--- src/rtl/stamofu_pkg.sv ---
// ROB index arithmetic wraps modulo 2**LOG_ROB_ENTRIES; fence sets use the RISC-V I,O,R,W order
package stamofu_pkg;

    // --------------------
    // ROB indexing

    // 128-entry ROB
    localparam int LOG_ROB_ENTRIES = 7;

    // absolute ROB index, compared modulo ROB size
    typedef logic [LOG_ROB_ENTRIES-1:0] rob_index_t;

    // --------------------
    // operation classes

    // memory-ordering ops entering the store/AMO/fence unit
    typedef enum logic [1:0] {
        STAMOFU_OP_STORE = 2'b00,
        STAMOFU_OP_AMO   = 2'b01,
        STAMOFU_OP_FENCE = 2'b10
    } stamofu_op_t;

    // --------------------
    // fence set bits

    // bit positions inside a 4-bit pred or succ set
    // as in the instruction encoding: [3]=I [2]=O [1]=R [0]=W
    typedef enum logic [1:0] {
        FENCE_W = 2'd0,
        FENCE_R = 2'd1,
        FENCE_O = 2'd2,
        FENCE_I = 2'd3
    } fence_bit_t;

endpackage

--- src/rtl/pe_lsb.sv ---
// WIDTH must be at least 2; ack_mask is all ones when no request bit is set
`timescale 1ns/100ps

module pe_lsb #(
    parameter int WIDTH = 4
) (
    input  logic [WIDTH-1:0]         req_vec,
    output logic [WIDTH-1:0]         ack_one_hot,
    output logic [WIDTH-1:0]         ack_mask,
    output logic [$clog2(WIDTH)-1:0] ack_index
);

    localparam int INDEX_W = $clog2(WIDTH);

    // two's complement trick isolates the lowest set bit
    assign ack_one_hot = req_vec & (~req_vec + WIDTH'(1));

    // everything from bit 0 up through the granted bit
    assign ack_mask = req_vec ^ (req_vec - WIDTH'(1));

    // scan from the top so the lowest set bit is the last write
    always_comb begin
        ack_index = '0;
        for (int i = WIDTH - 1; i >= 0; i--) begin
            if (req_vec[i]) begin
                ack_index = INDEX_W'(i);
            end
        end
    end

endmodule

--- src/rtl/stamofu_aq_decode.sv ---
// combinational only; an opcode outside the enum decodes as no acquire
`timescale 1ns/100ps

module stamofu_aq_decode (
    input  stamofu_pkg::stamofu_op_t enq_op,
    input  logic                     enq_aq,
    input  logic [3:0]               enq_fence_pred,
    input  logic [3:0]               enq_fence_succ,
    output logic                     enq_mem_aq,
    output logic                     enq_io_aq
);

    // --------------------
    // fence set classification

    // empty predecessor set orders nothing
    logic fence_pred_orders;

    // successor sets that hold back later accesses
    logic fence_succ_mem;
    logic fence_succ_io;

    assign fence_pred_orders = |enq_fence_pred;

    assign fence_succ_mem = enq_fence_succ[stamofu_pkg::FENCE_R]
                          | enq_fence_succ[stamofu_pkg::FENCE_W];

    assign fence_succ_io  = enq_fence_succ[stamofu_pkg::FENCE_I]
                          | enq_fence_succ[stamofu_pkg::FENCE_O];

    // --------------------
    // opcode decode

    always_comb begin
        enq_mem_aq = 1'b0;
        enq_io_aq  = 1'b0;
        case (enq_op)
            stamofu_pkg::STAMOFU_OP_STORE: begin
                // plain stores never acquire
                enq_mem_aq = 1'b0;
                enq_io_aq  = 1'b0;
            end
            stamofu_pkg::STAMOFU_OP_AMO: begin
                // aq bit applies to normal memory only
                enq_mem_aq = enq_aq;
                enq_io_aq  = 1'b0;
            end
            stamofu_pkg::STAMOFU_OP_FENCE: begin
                enq_mem_aq = fence_pred_orders & fence_succ_mem;
                enq_io_aq  = fence_pred_orders & fence_succ_io;
            end
            default: begin
                enq_mem_aq = 1'b0;
                enq_io_aq  = 1'b0;
            end
        endcase
    end

endmodule

--- src/rtl/stamofu_aq.sv ---
// in-order collapsing queue; deq_valid must only pulse with entry 0 valid, advertisement lags one edge
`timescale 1ns/100ps

module stamofu_aq #(
    parameter int STAMOFU_AQ_ENTRIES = 4
) (
    input  logic                    CLK,
    input  logic                    nRST,

    // enqueue
    input  logic                    enq_valid,
    input  logic                    enq_mem_aq,
    input  logic                    enq_io_aq,
    input  stamofu_pkg::rob_index_t enq_rob_index,
    output logic                    enq_ready,

    // update bank 0
    input  logic                    update_bank0_valid,
    input  logic                    update_bank0_mem_aq,
    input  logic                    update_bank0_io_aq,
    input  stamofu_pkg::rob_index_t update_bank0_rob_index,

    // update bank 1
    input  logic                    update_bank1_valid,
    input  logic                    update_bank1_mem_aq,
    input  logic                    update_bank1_io_aq,
    input  stamofu_pkg::rob_index_t update_bank1_rob_index,

    // dequeue
    input  logic                    deq_valid,
    output stamofu_pkg::rob_index_t deq_rob_index,

    // ROB head and kill
    input  stamofu_pkg::rob_index_t rob_head_index,
    input  logic                    rob_kill_valid,
    input  stamofu_pkg::rob_index_t rob_kill_rel_index,

    // acquire advertisement
    output logic                    mem_aq_active,
    output stamofu_pkg::rob_index_t mem_aq_oldest_rob_index,
    output logic                    io_aq_active,
    output stamofu_pkg::rob_index_t io_aq_oldest_rob_index
);

    localparam int INDEX_W = $clog2(STAMOFU_AQ_ENTRIES);

    // --------------------
    // entry state

    logic [STAMOFU_AQ_ENTRIES-1:0]                          valid_q;
    logic [STAMOFU_AQ_ENTRIES-1:0]                          killed_q;
    logic [STAMOFU_AQ_ENTRIES-1:0]                          mem_aq_q;
    logic [STAMOFU_AQ_ENTRIES-1:0]                          io_aq_q;
    stamofu_pkg::rob_index_t [STAMOFU_AQ_ENTRIES-1:0]       rob_index_q;

    // kill and update hits per entry
    stamofu_pkg::rob_index_t [STAMOFU_AQ_ENTRIES-1:0]       entry_age;
    logic [STAMOFU_AQ_ENTRIES-1:0]                          new_kill;
    logic [STAMOFU_AQ_ENTRIES-1:0]                          update_bank0_hit;
    logic [STAMOFU_AQ_ENTRIES-1:0]                          update_bank1_hit;

    // source view with kill and update applied
    // slot STAMOFU_AQ_ENTRIES is an always-empty slot above the top entry
    logic [STAMOFU_AQ_ENTRIES:0]                            src_valid;
    logic [STAMOFU_AQ_ENTRIES:0]                            src_killed;
    logic [STAMOFU_AQ_ENTRIES:0]                            src_mem_aq;
    logic [STAMOFU_AQ_ENTRIES:0]                            src_io_aq;
    stamofu_pkg::rob_index_t [STAMOFU_AQ_ENTRIES:0]         src_rob_index;
    logic [STAMOFU_AQ_ENTRIES:0]                            src_enq;

    // enqueue slot select
    logic [STAMOFU_AQ_ENTRIES-1:0]                          free_vec;
    logic [STAMOFU_AQ_ENTRIES-1:0]                          free_one_hot;
    logic [STAMOFU_AQ_ENTRIES-1:0]                          enq_one_hot;

    // next entry state
    logic [STAMOFU_AQ_ENTRIES-1:0]                          next_valid;
    logic [STAMOFU_AQ_ENTRIES-1:0]                          next_killed;
    logic [STAMOFU_AQ_ENTRIES-1:0]                          next_mem_aq;
    logic [STAMOFU_AQ_ENTRIES-1:0]                          next_io_aq;
    stamofu_pkg::rob_index_t [STAMOFU_AQ_ENTRIES-1:0]       next_rob_index;

    // advertisement search
    logic [STAMOFU_AQ_ENTRIES-1:0]                          mem_aq_req_vec;
    logic [STAMOFU_AQ_ENTRIES-1:0]                          io_aq_req_vec;
    logic [INDEX_W-1:0]                                     mem_aq_index;
    logic [INDEX_W-1:0]                                     io_aq_index;

    // --------------------
    // enqueue

    // valid entries are packed from 0, so lowest free is the tail
    assign free_vec = ~valid_q;

    pe_lsb #(
        .WIDTH(STAMOFU_AQ_ENTRIES)
    ) enq_pe_i (
        .req_vec    (free_vec),
        .ack_one_hot(free_one_hot),
        .ack_mask   (),
        .ack_index  ()
    );

    assign enq_one_hot = free_one_hot & {STAMOFU_AQ_ENTRIES{enq_valid}};
    assign enq_ready   = |free_vec;

    // --------------------
    // kill, update and source view

    always_comb begin
        for (int i = 0; i < STAMOFU_AQ_ENTRIES; i++) begin
            // distance from ROB head, wraps with the ROB
            entry_age[i] = rob_index_q[i] - rob_head_index;
            new_kill[i]  = rob_kill_valid & (entry_age[i] >= rob_kill_rel_index);

            update_bank0_hit[i] = update_bank0_valid
                                & (update_bank0_rob_index == rob_index_q[i]);
            update_bank1_hit[i] = update_bank1_valid
                                & (update_bank1_rob_index == rob_index_q[i]);

            src_valid[i]     = valid_q[i];
            src_killed[i]    = killed_q[i] | new_kill[i];
            src_rob_index[i] = rob_index_q[i];
            src_enq[i]       = enq_one_hot[i];

            // bank 0 has priority on a double hit
            if (update_bank0_hit[i]) begin
                src_mem_aq[i] = update_bank0_mem_aq;
                src_io_aq[i]  = update_bank0_io_aq;
            end else if (update_bank1_hit[i]) begin
                src_mem_aq[i] = update_bank1_mem_aq;
                src_io_aq[i]  = update_bank1_io_aq;
            end else begin
                src_mem_aq[i] = mem_aq_q[i];
                src_io_aq[i]  = io_aq_q[i];
            end
        end

        // nothing lives above the top entry
        src_valid[STAMOFU_AQ_ENTRIES]     = 1'b0;
        src_killed[STAMOFU_AQ_ENTRIES]    = 1'b0;
        src_mem_aq[STAMOFU_AQ_ENTRIES]    = 1'b0;
        src_io_aq[STAMOFU_AQ_ENTRIES]     = 1'b0;
        src_rob_index[STAMOFU_AQ_ENTRIES] = '0;
        src_enq[STAMOFU_AQ_ENTRIES]       = 1'b0;
    end

    // --------------------
    // collapse select

    always_comb begin
        int src_sel;
        for (int i = 0; i < STAMOFU_AQ_ENTRIES; i++) begin
            // dequeue shifts everything down one place
            src_sel = deq_valid ? i + 1 : i;

            if (src_valid[src_sel]) begin
                next_valid[i]     = 1'b1;
                next_killed[i]    = src_killed[src_sel];
                next_mem_aq[i]    = src_mem_aq[src_sel];
                next_io_aq[i]     = src_io_aq[src_sel];
                next_rob_index[i] = src_rob_index[src_sel];
            end else begin
                // empty source, so take the enqueue if it targets that slot
                next_valid[i]     = src_enq[src_sel];
                next_killed[i]    = 1'b0;
                next_mem_aq[i]    = enq_mem_aq;
                next_io_aq[i]     = enq_io_aq;
                next_rob_index[i] = enq_rob_index;
            end
        end
    end

    always_ff @(posedge CLK, negedge nRST) begin
        if (!nRST) begin
            valid_q     <= '0;
            killed_q    <= '0;
            mem_aq_q    <= '0;
            io_aq_q     <= '0;
            rob_index_q <= '0;
        end else begin
            valid_q     <= next_valid;
            killed_q    <= next_killed;
            mem_aq_q    <= next_mem_aq;
            io_aq_q     <= next_io_aq;
            rob_index_q <= next_rob_index;
        end
    end

    // head of queue for the commit side
    assign deq_rob_index = rob_index_q[0];

    // --------------------
    // acquire advertisement

    assign mem_aq_req_vec = valid_q & ~killed_q & mem_aq_q;
    assign io_aq_req_vec  = valid_q & ~killed_q & io_aq_q;

    pe_lsb #(
        .WIDTH(STAMOFU_AQ_ENTRIES)
    ) mem_aq_pe_i (
        .req_vec    (mem_aq_req_vec),
        .ack_one_hot(),
        .ack_mask   (),
        .ack_index  (mem_aq_index)
    );

    pe_lsb #(
        .WIDTH(STAMOFU_AQ_ENTRIES)
    ) io_aq_pe_i (
        .req_vec    (io_aq_req_vec),
        .ack_one_hot(),
        .ack_mask   (),
        .ack_index  (io_aq_index)
    );

    // registered so load-side timing sees a flop
    always_ff @(posedge CLK, negedge nRST) begin
        if (!nRST) begin
            mem_aq_active           <= 1'b0;
            mem_aq_oldest_rob_index <= '0;
            io_aq_active            <= 1'b0;
            io_aq_oldest_rob_index  <= '0;
        end else begin
            mem_aq_active           <= |mem_aq_req_vec;
            mem_aq_oldest_rob_index <= rob_index_q[mem_aq_index];
            io_aq_active            <= |io_aq_req_vec;
            io_aq_oldest_rob_index  <= rob_index_q[io_aq_index];
        end
    end

endmodule

--- src/rtl/stamofu_aq_top.sv ---
// no added registers; the enqueue side must hold its op while enq_ready is low
`timescale 1ns/100ps

module stamofu_aq_top #(
    parameter int STAMOFU_AQ_ENTRIES = 4
) (
    input  logic                      CLK,
    input  logic                      nRST,

    // raw op enqueue
    input  logic                      enq_valid,
    input  stamofu_pkg::stamofu_op_t  enq_op,
    input  logic                      enq_aq,
    input  logic [3:0]                enq_fence_pred,
    input  logic [3:0]                enq_fence_succ,
    input  stamofu_pkg::rob_index_t   enq_rob_index,
    output logic                      enq_ready,

    // update banks
    input  logic                      update_bank0_valid,
    input  logic                      update_bank0_mem_aq,
    input  logic                      update_bank0_io_aq,
    input  stamofu_pkg::rob_index_t   update_bank0_rob_index,
    input  logic                      update_bank1_valid,
    input  logic                      update_bank1_mem_aq,
    input  logic                      update_bank1_io_aq,
    input  stamofu_pkg::rob_index_t   update_bank1_rob_index,

    // dequeue
    input  logic                      deq_valid,
    output stamofu_pkg::rob_index_t   deq_rob_index,

    // ROB head and kill
    input  stamofu_pkg::rob_index_t   rob_head_index,
    input  logic                      rob_kill_valid,
    input  stamofu_pkg::rob_index_t   rob_kill_rel_index,

    // acquire advertisement
    output logic                      mem_aq_active,
    output stamofu_pkg::rob_index_t   mem_aq_oldest_rob_index,
    output logic                      io_aq_active,
    output stamofu_pkg::rob_index_t   io_aq_oldest_rob_index
);

    // decoded acquire flags into the queue
    logic enq_mem_aq;
    logic enq_io_aq;

    stamofu_aq_decode stamofu_aq_decode_i (
        .enq_op        (enq_op),
        .enq_aq        (enq_aq),
        .enq_fence_pred(enq_fence_pred),
        .enq_fence_succ(enq_fence_succ),
        .enq_mem_aq    (enq_mem_aq),
        .enq_io_aq     (enq_io_aq)
    );

    stamofu_aq #(
        .STAMOFU_AQ_ENTRIES(STAMOFU_AQ_ENTRIES)
    ) stamofu_aq_i (
        .CLK                    (CLK),
        .nRST                   (nRST),
        .enq_valid              (enq_valid),
        .enq_mem_aq             (enq_mem_aq),
        .enq_io_aq              (enq_io_aq),
        .enq_rob_index          (enq_rob_index),
        .enq_ready              (enq_ready),
        .update_bank0_valid     (update_bank0_valid),
        .update_bank0_mem_aq    (update_bank0_mem_aq),
        .update_bank0_io_aq     (update_bank0_io_aq),
        .update_bank0_rob_index (update_bank0_rob_index),
        .update_bank1_valid     (update_bank1_valid),
        .update_bank1_mem_aq    (update_bank1_mem_aq),
        .update_bank1_io_aq     (update_bank1_io_aq),
        .update_bank1_rob_index (update_bank1_rob_index),
        .deq_valid              (deq_valid),
        .deq_rob_index          (deq_rob_index),
        .rob_head_index         (rob_head_index),
        .rob_kill_valid         (rob_kill_valid),
        .rob_kill_rel_index     (rob_kill_rel_index),
        .mem_aq_active          (mem_aq_active),
        .mem_aq_oldest_rob_index(mem_aq_oldest_rob_index),
        .io_aq_active           (io_aq_active),
        .io_aq_oldest_rob_index (io_aq_oldest_rob_index)
    );

endmodule

--- config.mk ---
export PLATFORM = sky130hd
export DESIGN_NAME = stamofu_aq_top
export DESIGN_NICKNAME = d
export VERILOG_FILES = /design/src/rtl/stamofu_pkg.sv /design/src/rtl/pe_lsb.sv /design/src/rtl/stamofu_aq_decode.sv /design/src/rtl/stamofu_aq.sv /design/src/rtl/stamofu_aq_top.sv
export SDC_FILE = /design/constraint.sdc
export NUM_CORES = 1
export LEC_CHECK = 0
export BUFFER_PORTS_ARGS = -buffer_cell sky130_fd_sc_hd__clkbuf_2
export CAP_MARGIN = 10
export CORE_UTILIZATION = 53
export DETAILED_ROUTE_END_ITERATION = 10
export PLACE_DENSITY = 0.81
export SLEW_MARGIN = 0
export SYNTH_ARGS = -nofsm -noshare
export SYNTH_HDL_FRONTEND = slang
export SYNTH_SLANG_ARGS = --single-unit
--- constraint.sdc ---
create_clock -name CLK -period 2.57 [get_ports CLK]
set_clock_uncertainty 0.05 [all_clocks]
set_input_delay 0.257 -clock CLK [delete_from_list [all_inputs] [get_ports CLK]]
set_output_delay 0.257 -clock CLK [all_outputs]
set_load 0.02 [all_outputs]
==> flow_summary_export.csv <==
group,metric,value,unit
min_path,hold_path_class,"in2async",
sta,report.final.hold_viol_count,0,
floorplanning,start_util,54.4,%
floorplanning,core,10300,um2
power_and_ir_drop,peakVddDrop,0.397,mV
yosys,synth.avg_cell_area,9.19,um2
setup_path,cp.required,2.75,ns
setup_path,regToRegSetupSlack,-0.29,ns
sta,slew_headroom,47.1,%
routing,dr_wl_met3,1.12,mm
power_and_ir_drop,power_density,798,nW/um2
setup_path,critPathSlowestCell,"dfrtp_1",
final_layout,diodes,0,
sta,rsz0062_at_grt,"true",
yosys,synth_nets,724,
placed_design,port-buffer-count,80,
power_and_ir_drop,total_power,5310,uW
setup_path,slowest_delay,0.38,ns
yosys,synth_flop_cell,"dfrtp_1",
power_and_ir_drop,p_int,3130,uW
routing,drc,0,
setup_path,crit_arrival,3.04,ns
placed_design,hpwl,12.6,mm
routing,vias_per_cell,5.95,
clocking,cts-root-buf,"clkbuf_8",
yosys,async_reset_ff_share,100,%
power_and_ir_drop,power.share.sequential,26.5,%
routing,top_layer_used,"met4",
global_route,grt_pass1_wl,26.1,mm
sta,worst_slew_pin_slew,0.793,ns
job,maxCapViolations,0,
routing,first_iter_violations,311,
final_layout,fin_nets,822,
sta,fin_crit,2.86,ns
setup_path,crit_chain,"inv_2 > ha_4 > fa_2 > inv_2 > a21o_1 > a21oi_2 > o21bai_2 > a21oi_2 > xnor2_1 > ha_1 > nor2b_1 > a41oi_1 > o211ai_1 > a31oi_1 > o31ai_1",
routing,wl_per_cell,19.2,um
clocking,cts_tree,"built",
final_layout,drive_gt1_share,27.1,%
clocking,clock_tree.buffer_depth,2,
global_route,gr-total-overflow,0,
yosys,ys.warnings.count,0,
run_status,violations,"setup timing",
yosys,yosys-top-cells-count,"60 x dfrtp_1, 60 x mux2i_1, 55 x xnor2_1, 54 x ha_1",
yosys,synth.area.top_cells,"dfrtp_1 27%, ha_1 12%, mux2i_1 11%, xnor2_1 8.6%, xor2_1 3.9%",
sta,setup-violations-final,5,
final_layout,syn_to_final_growth,19.0,%
yosys,synth-seq-area-share,26.8,%
setup_path,end_kind,"flop",
yosys,synth_edf_count,0,
power_and_ir_drop,pwr-share-comb,54.1,%
yosys,synth_top_cell_by_area,"dfrtp_1",
clocking,hold_buffers,0,
routing,wl_met2,7.87,mm
routing,wirelength_met1,6.81,mm
clocking,cts_buffers,9,
power_and_ir_drop,switchingPower,2180,uW
power_and_ir_drop,clockPowerShare,19.4,%
power_and_ir_drop,p_sw_share,41.0,%
floorplanning,die-area,11000,um2
run_status,outcome,"complete, but fails checks",
sta,period_share,111,%
routing,drt-pass1-iter-count,4,
yosys,synthesis.area,5590,um2
sta,max_freq,349,MHz
floorplanning,die_w,105,um
clocking,clkSlewWorstSetupHoldPaths,0.07,ns
floorplanning,num_rows,37,
routing,vias,5048,
setup_path,critPathTopFamily,"compound AO/OA/AOI/OAI gates",
yosys,synth_cells,609,
yosys,ys_ff_latch,60,
setup_path,crit_buf_inv,2,
floorplanning,top_level_ports,81,
clocking,h-tree-depth,3,
sta,hold_ws,0.00379,ns
setup_path,critPathLaunchType,"flop",
global_route,track_usage,30.7,%
yosys,yosysUniqueCellTypes,57,
routing,routed_wl,16.3,mm
floorplanning,chipHeight,105,um
sta,slew_viol_final,0,
global_route,first_global_vias,5233,
global_route,antenna_found_initial,0,
setup_path,cp_max_fo,3,
power_and_ir_drop,leakage,0.00320,uW
sta,setup_slack,-0.293,ns
yosys,synth_top_area_share,26.8,%
placed_design,gp_congestion,0.933,
clocking,cts_num_sinks,60,
setup_path,crit_type,"reg2reg",
clocking,insertion_delay,0.35,ns
final_layout,utilization,64.8,%
global_route,grt_max_degree,61,
routing,postRouteAntennaNets,0,
## layout by cell type, fill, tap and decap left out, types with 4 or more instances in the layout
cell type	instances
a211oi_1	12
a21o_1	15
a21oi_1	34
a21oi_2	7
a31oi_1	6
buf_4	52
clkbuf_2	80
clkbuf_8	9
dfrtp_1	60
ha_1	50
inv_1	35
inv_2	4
mux2_2	13
mux2i_1	60
nand2_1	27
nand2b_1	7
nand3_1	7
nand4_1	12
nor2_1	23
nor2b_1	13
nor3_1	5
o211ai_1	4
o21ai_0	21
o21ai_1	5
o21bai_1	7
o31ai_1	4
xnor2_1	55
xor2_1	25
## routing by layer
metal	GRT usage, %	vias to the layer above
li1	-	2333
met1	37.7	2488
met2	52.4	184
met3	6.86	43
met4	11.3	0
met5	0	-
## through the flow
stage / instances / setup slack, ns / cell area, um2 / setup TNS [ns]
2_1_floorplan: 609 / -0.154 / 5660 / -0.306
3_3_place_gp: 827 / -0.210 / 6330 / -0.674
3_5_place_dp: 827 / -0.374 / 6330 / -1.17
4_1_cts: 847 / -0.189 / 6640 / -0.514
5_1_grt: 848 / -0.391 / 6660 / -1.42
6_report: 848 / -0.293 / 6660 / -0.861
## what timing repair did
action | 4_1_cts | 5_1_grt
setup endpoints to repair | 4 | 4
buffers inserted | 4 | 1
resized for setup | 14 | 3
pin swaps | 19 | 5
## final cells by class
cell class,count,area (um2)
clock buffers,11,131
inverters,42,165
well taps,136,170
flip-flops and latches,60,1500
repair buffers,132,791
fillers,863,3620
multi-input cells,462,3800
clock inverters,5,100
## worst register-to-register path, stage by stage, from the launching register on
cell      delay, ns
dfrtp_1        0.38
inv_2          0.06
ha_4           0.16
fa_2           0.34
inv_2          0.06
a21o_1         0.12
a21oi_2        0.07
o21bai_2       0.18
a21oi_2        0.08
xnor2_1        0.13
ha_1           0.32
nor2b_1        0.14
a41oi_1        0.18
o211ai_1       0.15
a31oi_1        0.20
o31ai_1        0.10
## sequential cells by signal, indices dropped and copies added, names as in the netlist, 4 cells and up
signal                                cells
stamofu_aq_i.mem_aq_q                     4
stamofu_aq_i.rob_index_q                 21
stamofu_aq_i.io_aq_q                      4
stamofu_aq_i.valid_q                      4
stamofu_aq_i.mem_aq_oldest_rob_index      7
stamofu_aq_i.killed_q                     4
stamofu_aq_i.io_aq_oldest_rob_index       7
stamofu_aq_i.deq_rob_index                7
## cell families (layout without fill, tap and decap cells)
group	count (synthesis)	after routing	synth area share, %
adders and majority gates	58	58	13.5
and+or+nand+nor	116	116	11.0
DFF	60	60	26.8
muxes	77	77	14.3
buffers and inverters	87	190	7.16
xor gates and xnor gates	80	80	12.5
AOI/OAI and AO/OA	131	131	14.6
## path summary, 6_finish.rpt
| check | start | endpoint | cells after the start |
|---|---|---|---|
| max | stamofu_aq_i.rob_index_q[7]$_DFFE_PN0P_ | stamofu_aq_i.killed_q[0]$_DFF_PN0_ | 15 |
| min | nRST | stamofu_aq_i.mem_aq_oldest_rob_index[2]$_DFF_PN0_ | 2 |
| max in group asynchronous | nRST | stamofu_aq_i.valid_q[1]$_DFF_PN0_ | 2 |
| min reg2reg | stamofu_aq_i.killed_q[1]$_DFF_PN0_ | stamofu_aq_i.killed_q[1]$_DFF_PN0_ | 2 |
| max reg2reg | stamofu_aq_i.rob_index_q[7]$_DFFE_PN0P_ | stamofu_aq_i.killed_q[0]$_DFF_PN0_ | 15 |
| min in group CLK | enq_rob_index[6] | stamofu_aq_i.rob_index_q[27]$_DFFE_PN0P_ | 2 |
## power by group through the flow
stage,Clock [uW],Sequential (uW),Combinational (uW)
2_1_floorplan,0,1510,1760
3_3_place_gp,0,1400,2600
3_5_place_dp,0,1420,2740
4_1_cts,1020,1400,2830
5_1_grt,1070,1420,3130
6_report,1030,1410,2870
Power figures use the tool's default switching activity.
